--- src/hdl/integer_unit_pkg.sv ---
// Integer unit package with the machine word type and the ALU and divider operation codes
`default_nettype none

package integer_unit_pkg;

    // ------------------------------------------------------------------------
    // Word and field types
    // ------------------------------------------------------------------------

    // One RV32 machine word for operands, addresses and results
    typedef logic [31:0] data_word_t;

    // Shift count, taken from the low five bits of operand B
    typedef logic [4:0] shift_amount_t;

    // ------------------------------------------------------------------------
    // Operation codes
    // ------------------------------------------------------------------------

    // Jumps and branches fill codes 0 to 7, so any code up to BRANCH_RSVD is a branch
    // The arithmetic, logic and shift codes start right after the reserved slot
    typedef enum logic [3:0] {
        JAL         = 4'd0,
        BEQ         = 4'd1,
        BNE         = 4'd2,
        BLT         = 4'd3,
        BLTU        = 4'd4,
        BGE         = 4'd5,
        BGEU        = 4'd6,
        BRANCH_RSVD = 4'd7,
        ADD         = 4'd8,
        AND         = 4'd9,
        OR          = 4'd10,
        XOR         = 4'd11,
        SLL         = 4'd12,
        SRL         = 4'd13,
        SRA         = 4'd14
    } alu_uop_t;

    // M-extension divide and remainder operations
    typedef enum logic [1:0] {
        DIV,
        DIVU,
        REM,
        REMU
    } div_uop_t;

    // ------------------------------------------------------------------------
    // Divider control
    // ------------------------------------------------------------------------

    // States of the divider FSM
    typedef enum logic [1:0] {
        IDLE,
        PREPARE,
        ITERATE,
        FINISH
    } div_state_t;

    // The divider produces one quotient bit per iteration
    localparam int DIV_ITERATIONS = 32;

endpackage : integer_unit_pkg

`default_nettype wire

--- src/hdl/arithmetic_logic_unit.sv ---
// Arithmetic logic unit, single cycle adder, compares, shifter, logic ops and branch detection
`default_nettype none

module arithmetic_logic_unit import integer_unit_pkg::*; (
    // Source operands, B may hold an immediate
    input  data_word_t operand_a_i,
    input  data_word_t operand_b_i,

    // Address of the instruction, needed for the link value of a jump
    input  data_word_t instr_addr_i,

    // Micro operation to execute
    input  alu_uop_t   operation_i,

    // Operands and operation are valid
    input  logic       data_valid_i,

    // A compressed jump links to the address plus 2 and not plus 4
    input  logic       is_compressed_jump_i,

    // Selected result and its valid strobe
    output data_word_t result_o,
    output logic       data_valid_o,

    // High when the operation is a jump or a branch
    output logic       is_branch_o
);

    // ------------------------------------------------------------------------
    // Adder
    // ------------------------------------------------------------------------

    // Shared by ADD and every address style computation upstream
    data_word_t sum;

    assign sum = operand_a_i + operand_b_i;

    // ------------------------------------------------------------------------
    // Comparator
    // ------------------------------------------------------------------------

    logic is_equal;
    logic is_less_signed;
    logic is_less_unsigned;

    assign is_equal = (operand_a_i == operand_b_i);

    // The same pair of words can order differently once the sign bit counts
    assign is_less_signed   = $signed(operand_a_i) < $signed(operand_b_i);
    assign is_less_unsigned = operand_a_i < operand_b_i;

    // ------------------------------------------------------------------------
    // Shifter
    // ------------------------------------------------------------------------

    shift_amount_t shift_amount;
    data_word_t    shift_left;
    data_word_t    shift_right_logic;
    data_word_t    shift_right_arith;

    // Only the low five bits count, so amounts above 31 wrap around
    assign shift_amount = operand_b_i[4:0];

    assign shift_left        = operand_a_i << shift_amount;
    assign shift_right_logic = operand_a_i >> shift_amount;

    // Arithmetic shift copies the sign bit into the vacated positions
    assign shift_right_arith = data_word_t'($signed(operand_a_i) >>> shift_amount);

    // ------------------------------------------------------------------------
    // Logic operations
    // ------------------------------------------------------------------------

    data_word_t and_word;
    data_word_t or_word;
    data_word_t xor_word;

    assign and_word = operand_a_i & operand_b_i;
    assign or_word  = operand_a_i | operand_b_i;
    assign xor_word = operand_a_i ^ operand_b_i;

    // ------------------------------------------------------------------------
    // Result selection
    // ------------------------------------------------------------------------

    // Link value of a jump, the address of the next instruction
    data_word_t link_addr;

    assign link_addr = is_compressed_jump_i ? (instr_addr_i + 32'd2) : (instr_addr_i + 32'd4);

    // A compare yields 0 or 1 in the low bit, which the top reads as taken
    always_comb begin : result_select
        case (operation_i)
            ADD:     result_o = sum;
            AND:     result_o = and_word;
            OR:      result_o = or_word;
            XOR:     result_o = xor_word;
            SLL:     result_o = shift_left;
            SRL:     result_o = shift_right_logic;
            SRA:     result_o = shift_right_arith;
            JAL:     result_o = link_addr;
            BEQ:     result_o = {31'b0, is_equal};
            BNE:     result_o = {31'b0, !is_equal};
            BLT:     result_o = {31'b0, is_less_signed};
            BLTU:    result_o = {31'b0, is_less_unsigned};
            BGE:     result_o = {31'b0, !is_less_signed};
            BGEU:    result_o = {31'b0, !is_less_unsigned};
            default: result_o = '0;
        endcase
    end : result_select

    // The valid strobe needs no processing here
    assign data_valid_o = data_valid_i;

    // Codes up to the reserved slot are jumps and branches
    // JAL always links to a non-zero address, so the top sees it as taken
    assign is_branch_o = (operation_i <= BRANCH_RSVD) && data_valid_i;

endmodule : arithmetic_logic_unit

`default_nettype wire

--- src/hdl/division_unit.sv ---
// Division unit, multicycle radix-2 restoring divider for DIV, DIVU, REM and REMU
`default_nettype none

module division_unit import integer_unit_pkg::*; (
    input  logic       clk_i,
    input  logic       reset_i,

    // One cycle start strobe with the operands and the operation
    input  logic       start_i,
    input  data_word_t dividend_i,
    input  data_word_t divisor_i,
    input  div_uop_t   operation_i,

    // Quotient or remainder, valid while done_o pulses
    output data_word_t result_o,
    output logic       done_o,

    // High from the cycle after start until the done pulse ends
    output logic       busy_o
);

    // ------------------------------------------------------------------------
    // Registers
    // ------------------------------------------------------------------------

    div_state_t state_q;
    logic [4:0] count_q;
    logic       done_q;

    div_uop_t   op_q;
    data_word_t dividend_q;
    data_word_t divisor_q;
    data_word_t quotient_q;
    data_word_t remainder_q;
    data_word_t result_q;
    logic       negate_quotient_q;
    logic       negate_remainder_q;

    // ------------------------------------------------------------------------
    // Operand preparation
    // ------------------------------------------------------------------------

    logic       is_signed_op;
    logic       dividend_negative;
    logic       divisor_negative;
    logic       divide_by_zero;
    logic       signed_overflow;
    data_word_t dividend_abs;
    data_word_t divisor_abs;

    // DIV and REM treat both operands as two's complement
    assign is_signed_op      = (op_q == DIV) || (op_q == REM);
    assign dividend_negative = is_signed_op && dividend_q[31];
    assign divisor_negative  = is_signed_op && divisor_q[31];

    assign dividend_abs = dividend_negative ? -dividend_q : dividend_q;
    assign divisor_abs  = divisor_negative ? -divisor_q : divisor_q;

    // Both corner cases have fixed results and skip the iterations
    assign divide_by_zero  = (divisor_q == '0);
    assign signed_overflow = is_signed_op && (dividend_q == 32'h8000_0000) && (divisor_q == '1);

    // ------------------------------------------------------------------------
    // Restoring step
    // ------------------------------------------------------------------------

    // Bring the next dividend bit into the partial remainder and try a subtract
    logic [32:0] remainder_shifted;
    logic [32:0] trial_diff;
    logic        trial_fits;

    assign remainder_shifted = {remainder_q, quotient_q[31]};
    assign trial_diff        = remainder_shifted - {1'b0, divisor_q};

    // No borrow means the divisor fits and the quotient bit is one
    assign trial_fits = !trial_diff[32];

    // ------------------------------------------------------------------------
    // Sign correction
    // ------------------------------------------------------------------------

    data_word_t quotient_signed;
    data_word_t remainder_signed;

    // The quotient is negative when the operand signs differ
    assign quotient_signed  = negate_quotient_q ? -quotient_q : quotient_q;

    // The remainder takes the sign of the dividend
    assign remainder_signed = negate_remainder_q ? -remainder_q : remainder_q;

    // ------------------------------------------------------------------------
    // Control FSM
    // ------------------------------------------------------------------------

    always_ff @(posedge clk_i) begin : control
        if (reset_i) begin
            state_q <= IDLE;
            count_q <= '0;
            done_q  <= 1'b0;
        end else begin
            done_q <= 1'b0;

            case (state_q)
                IDLE: begin
                    if (start_i) begin
                        state_q <= PREPARE;
                    end
                end

                PREPARE: begin
                    count_q <= '0;
                    state_q <= (divide_by_zero || signed_overflow) ? FINISH : ITERATE;
                end

                ITERATE: begin
                    count_q <= count_q + 5'd1;

                    if (count_q == 5'(DIV_ITERATIONS - 1)) begin
                        state_q <= FINISH;
                    end
                end

                FINISH: begin
                    done_q  <= 1'b1;
                    state_q <= IDLE;
                end

                default: state_q <= IDLE;
            endcase
        end
    end : control

    // ------------------------------------------------------------------------
    // Datapath
    // ------------------------------------------------------------------------

    always_ff @(posedge clk_i) begin : datapath
        case (state_q)
            IDLE: begin
                if (start_i) begin
                    dividend_q <= dividend_i;
                    divisor_q  <= divisor_i;
                    op_q       <= operation_i;
                end
            end

            PREPARE: begin
                negate_quotient_q  <= 1'b0;
                negate_remainder_q <= 1'b0;
                remainder_q        <= '0;

                if (divide_by_zero) begin
                    // Quotient of all ones, remainder is the untouched dividend
                    quotient_q  <= '1;
                    remainder_q <= dividend_q;
                end else if (signed_overflow) begin
                    // Most negative value over minus one returns the dividend
                    quotient_q <= dividend_q;
                end else begin
                    // The dividend is shifted out of the quotient register MSB first
                    quotient_q         <= dividend_abs;
                    divisor_q          <= divisor_abs;
                    negate_quotient_q  <= dividend_negative ^ divisor_negative;
                    negate_remainder_q <= dividend_negative;
                end
            end

            ITERATE: begin
                quotient_q  <= {quotient_q[30:0], trial_fits};
                remainder_q <= trial_fits ? trial_diff[31:0] : remainder_shifted[31:0];
            end

            FINISH: begin
                result_q <= ((op_q == REM) || (op_q == REMU)) ? remainder_signed
                                                              : quotient_signed;
            end

            default: ;
        endcase
    end : datapath

    assign result_o = result_q;
    assign done_o   = done_q;

    // The done cycle still counts as busy, so no new issue can meet the result
    assign busy_o = (state_q != IDLE) || done_q;

endmodule : division_unit

`default_nettype wire

--- src/hdl/integer_unit.sv ---
// Integer execution stage, issues to the ALU or the divider and registers one result per operation
`default_nettype none

module integer_unit import integer_unit_pkg::*; (
    input  logic       clk_i,
    input  logic       reset_i,

    // Operands and the address of the instruction
    input  data_word_t operand_a_i,
    input  data_word_t operand_b_i,
    input  data_word_t instr_addr_i,

    // Operation codes for each unit
    input  alu_uop_t   alu_op_i,
    input  div_uop_t   div_op_i,

    // Issue strobes, at most one high per cycle
    input  logic       alu_valid_i,
    input  logic       div_valid_i,
    input  logic       is_compressed_jump_i,

    // Registered result stage
    output data_word_t result_o,
    output logic       result_valid_o,
    output logic       branch_taken_o,

    // No issue is accepted while this is high
    output logic       busy_o
);

    // ------------------------------------------------------------------------
    // Issue gating
    // ------------------------------------------------------------------------

    logic div_busy;
    logic alu_issue;
    logic div_start;

    // A strobe during a division is dropped
    assign alu_issue = alu_valid_i && !div_busy;
    assign div_start = div_valid_i && !div_busy;

    // ------------------------------------------------------------------------
    // Execution units
    // ------------------------------------------------------------------------

    data_word_t alu_result;
    logic       alu_data_valid;
    logic       alu_is_branch;

    arithmetic_logic_unit alu_inst (
        .operand_a_i          (operand_a_i),
        .operand_b_i          (operand_b_i),
        .instr_addr_i         (instr_addr_i),
        .operation_i          (alu_op_i),
        .data_valid_i         (alu_issue),
        .is_compressed_jump_i (is_compressed_jump_i),
        .result_o             (alu_result),
        .data_valid_o         (alu_data_valid),
        .is_branch_o          (alu_is_branch)
    );

    data_word_t div_result;
    logic       div_done;

    // Operand A is the dividend and operand B the divisor
    division_unit div_inst (
        .clk_i       (clk_i),
        .reset_i     (reset_i),
        .start_i     (div_start),
        .dividend_i  (operand_a_i),
        .divisor_i   (operand_b_i),
        .operation_i (div_op_i),
        .result_o    (div_result),
        .done_o      (div_done),
        .busy_o      (div_busy)
    );

    // ------------------------------------------------------------------------
    // Result register
    // ------------------------------------------------------------------------

    // A branch is taken when the compare gave 1, or on any jump
    logic branch_taken;

    assign branch_taken = alu_is_branch && (alu_result != '0);

    // The divider holds busy through its done cycle, so the two never collide
    always_ff @(posedge clk_i) begin : output_stage
        if (reset_i) begin
            result_o       <= '0;
            result_valid_o <= 1'b0;
            branch_taken_o <= 1'b0;
        end else begin
            result_valid_o <= div_done || alu_data_valid;
            branch_taken_o <= !div_done && branch_taken;

            if (div_done) begin
                result_o <= div_result;
            end else if (alu_data_valid) begin
                result_o <= alu_result;
            end
        end
    end : output_stage

    assign busy_o = div_busy;

endmodule : integer_unit

`default_nettype wire

--- config.mk ---
export PLATFORM = sky130hd
export DESIGN_NAME = integer_unit
export DESIGN_NICKNAME = d
export VERILOG_FILES = /design/src/hdl/integer_unit_pkg.sv /design/src/hdl/arithmetic_logic_unit.sv /design/src/hdl/division_unit.sv /design/src/hdl/integer_unit.sv
export SDC_FILE = /design/constraint.sdc
export NUM_CORES = 1
export LEC_CHECK = 0
export CAP_MARGIN = 0
export CORE_MARGIN = 2
export CORE_UTILIZATION = 57
export CTS_CLUSTER_DIAMETER = 100
export DETAILED_ROUTE_END_ITERATION = 10
export DONT_BUFFER_PORTS = 1
export PLACE_DENSITY = 0.72
export SYNTH_ARGS = -nofsm -noshare
export SYNTH_HDL_FRONTEND = slang
export SYNTH_HIERARCHICAL = 1
export SYNTH_SLANG_ARGS = --single-unit
--- constraint.sdc ---
create_clock -name clk_i -period 7.37 [get_ports clk_i]
set_input_delay 1.1055 -clock clk_i [delete_from_list [all_inputs] [get_ports clk_i]]
set_output_delay 1.1055 -clock clk_i [all_outputs]
set_load 0.02 [all_outputs]
==> results of run 1 <==
## cell type report
type                            instances  share of cell area
Clock buffer                           36              0.0299
Clock inverter                         10             0.00381
Inverter                              161              0.0263
Multi-Input combinational cell       2001               0.655
Sequential cell                       206               0.251
Tap cell                              518              0.0282
Timing Repair Buffer                   17             0.00555
## final timing paths
kind	to	slack [ns]
worst max register to register	div_inst/remainder_q[10]	2.82
worst min register to register	div_inst/count_q[4]	0.47
worst min-delay path	div_inst/count_q[4]	0.47
worst max-delay path	branch_taken_o	2.48
## per-layer routing
metal  up-vias  part of all wire
li1       9158                 -
met1     10300              0.40
met2      1514              0.42
met3       215              0.14
met4         0             0.044
met5         -                 0
## cell usage after synthesis (all sizes together), types with 75 or more instances
library cell,n
nor2,235
clkbuf,108
mux2i,130
ha,143
a21oi,144
inv,160
xnor2,109
mux2,75
nand2,177
edfxtp,164
xor2,81
o21ai,167
## stage by stage
| step | utilization | power (mW) | setup slack [ns] | std cells | hold WS, ns |
|---|---|---|---|---|---|
| floorplan | - | 5.68 | 2.78 | 2526 | 0.450 |
| global placement | 0.576 | 6.82 | 2.27 | 2903 | 0.455 |
| detailed placement | 0.576 | 6.95 | 2.19 | 2903 | 0.465 |
| CTS | 0.596 | 8.15 | 2.76 | 2949 | 0.476 |
| global route | 0.596 | 8.75 | 2.50 | 2949 | 0.507 |
| finish | 0.596 | 8.33 | 2.48 | 2949 | 0.472 |
## flip-flops by register name, indices dropped and copies added, names as in the netlist, 2 cells and up
| signal | count |
|---|---|
| result_o | 32 |
| div_inst/count_q | 5 |
| div_inst/result_o | 32 |
| div_inst/quotient_q | 32 |
| div_inst/divisor_q | 32 |
| div_inst/state_q | 2 |
| div_inst/op_q | 2 |
| div_inst/dividend_q | 32 |
| div_inst/remainder_q | 32 |
## power by group through the flow
stage | Sequential [mW] | Clock, mW | Combinational [mW]
floorplan | 2.28 | 0 | 3.40
global placement | 2.51 | 0 | 4.31
detailed placement | 2.54 | 0 | 4.41
CTS | 2.52 | 1.19 | 4.44
global route | 2.60 | 1.24 | 4.92
finish | 2.56 | 1.19 | 4.58
## worst max-delay path, delay by kind of cell
family | cells | cell delay (ns)
AO/OA/AOI/OAI | 7 | 2.72
AND/OR/NAND/NOR | 2 | 0.44
buffers and inverters | 1 | 0.50
XOR/XNOR | 1 | 0.13
adder cells (fa/ha/maj) | 1 | 0.42
## logic make-up after synthesis
logic type                 count (synthesis)  share of synthesized area
and+or+nand+nor                          749                      0.163
xor gates and xnor gates                 190                     0.0751
DFF                                      206                      0.260
muxes                                    262                      0.162
adders and majority gates                145                     0.0825
AOI/OAI and AO/OA                        655                      0.196
buffers and inverters                    319                     0.0615
==> flow_metrics.env, run 1 <==
export IMPL_status="completed"
export IMPL_grt_pass1_wl_mm=133
export IMPL_met1_usage=0.600
export IMPL_synth_edf_count=164
export IMPL_grt_use_met3=0.121
export IMPL_required_ns=7.80
export IMPL_crit_chain="inv_2, ha_1, a21oi_1, o211ai_1, a31oi_1, a211oi_1, o21ai_1, xnor2_1, a221o_1, nor4_1, nand4_1, o211a_1"
export IMPL_yosysUniqueCellTypes=91
export IMPL_grt_usage=0.438
export IMPL_synth_async_reset_ratio=0
export IMPL_slowest_stage="a31oi_1"
export IMPL_io_pins=142
export IMPL_wl_per_cell_um=30.9
export IMPL_grtUsageMet2=0.664
export IMPL_ir_worst_vdd_mv=0.321
export IMPL_arrival_ns=5.33
export IMPL_antenna_found_initial=4
export IMPL_synth_top_area_share=0.222
export IMPL_mostFrequentLayoutCell="nor2_1"
export IMPL_drt_pass1_iter_count=6
export IMPL_cts_root_buf="clkbuf_16"
export IMPL_tns_ns=0
export IMPL_timing_reg2reg_worst_path_depth=13
export IMPL_final_max_slew_violation_count=0
export IMPL_hpwl_mm=70.6
export IMPL_drtAntennaViolNets=0
export IMPL_initial_core_util=0.575
export IMPL_tritoncts="built"
export IMPL_min_from="div_inst/count_q[4]"
export IMPL_clockBufferDepth=3
export IMPL_grt_pass1_vias=19900
export IMPL_seqPwrFrac=0.307
export IMPL_synth_flop_cell="edfxtp_1"
export IMPL_placed_area_sq_mm=0.0222
export IMPL_ys_top_cells_by_area="edfxtp_1, ha_1, mux2i_1, mux4_2, xnor2_1"
export IMPL_rr_startpoint="div_inst/quotient_q[31]"
export IMPL_die_width_um=201
export IMPL_worstHoldPathCells=2
export IMPL_dieArea_sq_mm=0.0405
export IMPL_syn_inst=2526
export IMPL_antenna_cells=0
export IMPL_hold_class="register to register"
export IMPL_area_growth_pct=3.71
export IMPL_design_area_sq_mm=0.0230
export IMPL_powerDensity_mw_per_mm2=362
export IMPL_sw_frac_of_total=0.472
export IMPL_hold_violations=0
export IMPL_max_freq_ghz=0.204
export IMPL_rows=72
export IMPL_synth_top_cell_by_area="edfxtp_1"
export IMPL_port_buffers=0
export IMPL_cts_buffers_inserted=25
export IMPL_layout_common_cells="nor2_1, nand2_1, o21ai_0, edfxtp_1, inv_1"
export IMPL_p_int_mw=4.40
export IMPL_p_comb_frac=0.550
export IMPL_nFillCells=3370
export IMPL_p_leak_nw=8.80
export IMPL_drt_iter0_drc=3048
export IMPL_synth_seq_cells=206
export IMPL_grt_max_degree=82
export IMPL_totalWireLength_mm=91.0
export IMPL_crit_path_max_incr_delay_ns=0.89
export IMPL_htreeDepth=1
export IMPL_seq_area_frac_synth=0.260
export IMPL_grt_busiest_layer="met2"
export IMPL_place_congestion=1.06
export IMPL_vias_per_cell=7.17
export IMPL_power_switching_mw=3.93
export IMPL_seq_area_sq_mm=0.00577
export IMPL_die_y_um=201
export IMPL_globalRouteOverflowTotal=0
export IMPL_yosysWarningCount=6
export IMPL_skew_ns=0.0206
export IMPL_cp_end_kind="register"
export IMPL_syn_avg_cell_area_sq_um=8.77
export IMPL_fin_crit_sh=0.664
export IMPL_critPathLaunchType="primary input"
export IMPL_drive_above_1_share=0.0897
export IMPL_max_slew_worst_pin_slew_ns=1.19
export IMPL_syn_num_nets=2778
export IMPL_route_detailed_drc=0
export IMPL_clk_pin_slew_ns=0.06
export IMPL_vias=21100
export IMPL_cap_violations=0
export IMPL_relSlewSlack=0.194
export IMPL_final_nets=2664
export IMPL_p_clk_frac=0.143
export IMPL_multi_input_area_sq_mm=0.0151
export IMPL_crit_fanout=44
export IMPL_setup_viol=0
export IMPL_clk_latency_ns=0.56
export IMPL_postCtsSetupRepairBufs=0
export IMPL_rsz0062_at_grt="false"
export IMPL_core_sq_mm=0.0386
export IMPL_crit_type="primary input to register"
export IMPL_cts_sinks=206
export IMPL_syn_area_sq_mm=0.0222
export IMPL_startpoint="operand_b_i[4]"
export IMPL_cts_resized_gates=0
export IMPL_period_needed_ns=4.89
export IMPL_ctsHoldBuffers=0
Power figures use the tool's default switching activity.
==> run 2, diff against run 1 <==
==> constraint.sdc (replaced) <==
create_clock -name clk_i -period 5 [get_ports clk_i]
set_input_delay 0.75 -clock clk_i [delete_from_list [all_inputs] [get_ports clk_i]]
set_output_delay 0.75 -clock clk_i [all_outputs]
set_load 0.02 [all_outputs]
==> run 2 against run 1 <==
Final area increased by 0.84%. Total power increased by 49%. Die area unchanged. Critical path depth decreased by 3. Register-to-register slack got worse by 2.4 ns. Count of clock-buffer cells in the layout decreased by 3. Clock skew about the same. Sequential power increased by 48%. Sequential cell count unchanged. Utilization increased by 0.50 points. Largest power group unchanged.
==> flow_metrics.env, run 2 (synthesis gave the netlist of run 1 again) <==
export IMPL_status="completed"
export IMPL_rows=72
export IMPL_clockBufferDepth=3
export IMPL_max_freq_ghz=0.220
export IMPL_path_common_cell="nor2_1"
export IMPL_hold_violations=0
export IMPL_cts_sinks=206
export IMPL_grt_pass1_vias=19400
export IMPL_arrival_ns=4.84
export IMPL_cts_buffers_inserted=26
export IMPL_crit_path_max_incr_delay_ns=0.99
export IMPL_die_width_um=201
export IMPL_seq_area_sq_mm=0.00577
export IMPL_hpwl_mm=69.7
export IMPL_skew_ns=0.0207
export IMPL_cp_buffers_inverters=1
export IMPL_vias_per_cell=7.13
export IMPL_design_area_sq_mm=0.0232
export IMPL_required_ns=5.29
export IMPL_r2r_end="div_inst/quotient_q[16]"
export IMPL_final_nets=2687
export IMPL_fin_util=0.601
export IMPL_ctsHoldBuffers=0
export IMPL_grt_pass1_wl_mm=130
export IMPL_crit_type="register to register"
export IMPL_crit_chain="or4_1, nor4_1, nand4_1, nor2_1, nor2_1, buf_4, o21ai_0, xor2_1, a2bb2oi_1"
export IMPL_postCtsSetupRepairBufs=0
export IMPL_rr_startpoint="div_inst/dividend_q[24]"
export IMPL_layout_common_cells="nor2_1, nand2_1, o21ai_0, edfxtp_1, inv_1"
export IMPL_core_sq_mm=0.0386
export IMPL_cap_violations=0
export IMPL_min_to="result_o[29]"
export IMPL_setup_viol=0
export IMPL_route_detailed_drc=0
export IMPL_io_pins=142
export IMPL_multi_input_area_sq_mm=0.0151
export IMPL_grt_max_degree=82
export IMPL_initial_core_util=0.575
export IMPL_worstHoldPathCells=1
export IMPL_fin_crit_sh=0.909
export IMPL_period_needed_ns=4.55
export IMPL_drive_above_1_share=0.0994
export IMPL_hold_class="primary input to register"
export IMPL_clk_latency_ns=0.56
export IMPL_ir_worst_vdd_mv=0.476
export IMPL_globalRouteOverflowTotal=0
export IMPL_area_growth_pct=4.58
export IMPL_relSlewSlack=0.151
export IMPL_drt_pass1_iter_count=7
export IMPL_nFillCells=3311
export IMPL_htreeDepth=1
export IMPL_port_buffers=0
export IMPL_max_slew_worst_pin_slew_ns=1.26
export IMPL_tns_ns=0
export IMPL_regToRegSetupSlack_ns=0.45
export IMPL_powerDensity_mw_per_mm2=536
export IMPL_min_from="reset_i"
export IMPL_timing_reg2reg_worst_path_depth=9
export IMPL_slowest_stage="nor4_1"
export IMPL_wl_per_cell_um=30.0
export IMPL_placed_area_sq_mm=0.0224
export IMPL_p_leak_nw=8.93
export IMPL_cp_end_kind="register"
export IMPL_crit_fanout=25
export IMPL_drt_iter0_drc=3301
export IMPL_critPathLaunchType="register"
export IMPL_vias=21200
export IMPL_antenna_found_initial=5
export IMPL_clk_pin_slew_ns=0.06
export IMPL_place_congestion=1.10
export IMPL_final_max_slew_violation_count=0
export IMPL_dieArea_sq_mm=0.0405
export IMPL_tritoncts="built"
export IMPL_rsz0062_at_grt="false"
export IMPL_cts_root_buf="clkbuf_16"
export IMPL_grt_usage=0.430
export IMPL_cts_resized_gates=0
export IMPL_cp_top_family="simple AND/OR/NAND/NOR gates"
export IMPL_drtAntennaViolNets=0
export IMPL_fin_hold_ws_ns=0.259
export IMPL_totalWireLength_mm=89.2
export IMPL_mostFrequentLayoutCell="nor2_1"
export IMPL_die_y_um=201
## run 2: power breakdown
group          switching [mW]  total [mW]  internal, mW  leakage [nW]
clock                   0.791        1.78         0.986         0.393
sequential               1.02        3.80          2.79          1.89
combinational            4.12        6.84          2.71          6.65
total                    5.93        12.4          6.49          8.93
## run 2: cell type report
class	instances	area share
Timing Repair Buffer	39	0.0126
Multi-Input combinational cell	2001	0.650
Antenna cell	3	0.000324
Clock inverter	14	0.00448
Inverter	161	0.0261
Clock buffer	33	0.0296
Tap cell	518	0.0280
Sequential cell	206	0.249
## run 2: metrics by stage
stage	setup slack, ns	power (mW)	cells
after floorplan	0.762	8.37	2526
after global placement	0.415	10.2	2925
after detailed placement	0.473	10.3	2925
after CTS	0.882	12.1	2972
after global routing	0.622	13.0	2972
final	0.453	12.4	2975
## run 2: layer usage
| layer | up-vias | GRT usage | share of wire |
|---|---|---|---|
| li1 | 9227 | - | - |
| met1 | 10200 | 0.593 | 0.40 |
| met2 | 1546 | 0.614 | 0.41 |
| met3 | 225 | 0.157 | 0.15 |
| met4 | 6 | 0.161 | 0.045 |
| met5 | - | 0 | 0.00046 |
## run 2: how the worst max path moves through the flow
| stage | start | to | slack (ns) | depth (start not counted) |
|---|---|---|---|---|
| finish | div_inst/dividend_q[24] | div_inst/quotient_q[16] | 0.45 | 9 |
| global route | div_inst/dividend_q[24] | div_inst/quotient_q[17] | 0.62 | 9 |
| CTS | div_inst/dividend_q[24] | div_inst/quotient_q[15] | 0.88 | 9 |
| detailed placement | instr_addr_i[12] | branch_taken_o | 0.47 | 10 |
| global placement | instr_addr_i[12] | branch_taken_o | 0.41 | 10 |
| floorplan | operand_b_i[2] | branch_taken_o | 0.76 | 14 |
## run 2: worst register-to-register path, cell delays in order (launching register included)
cell and delay [ns]:
edfxtp_1 0.55, or4_1 0.67, nor4_1 0.99, nand4_1 0.44, nor2_1 0.69, nor2_1 0.08, buf_4 0.24, o21ai_0 0.14
xor2_1 0.37, a2bb2oi_1 0.12
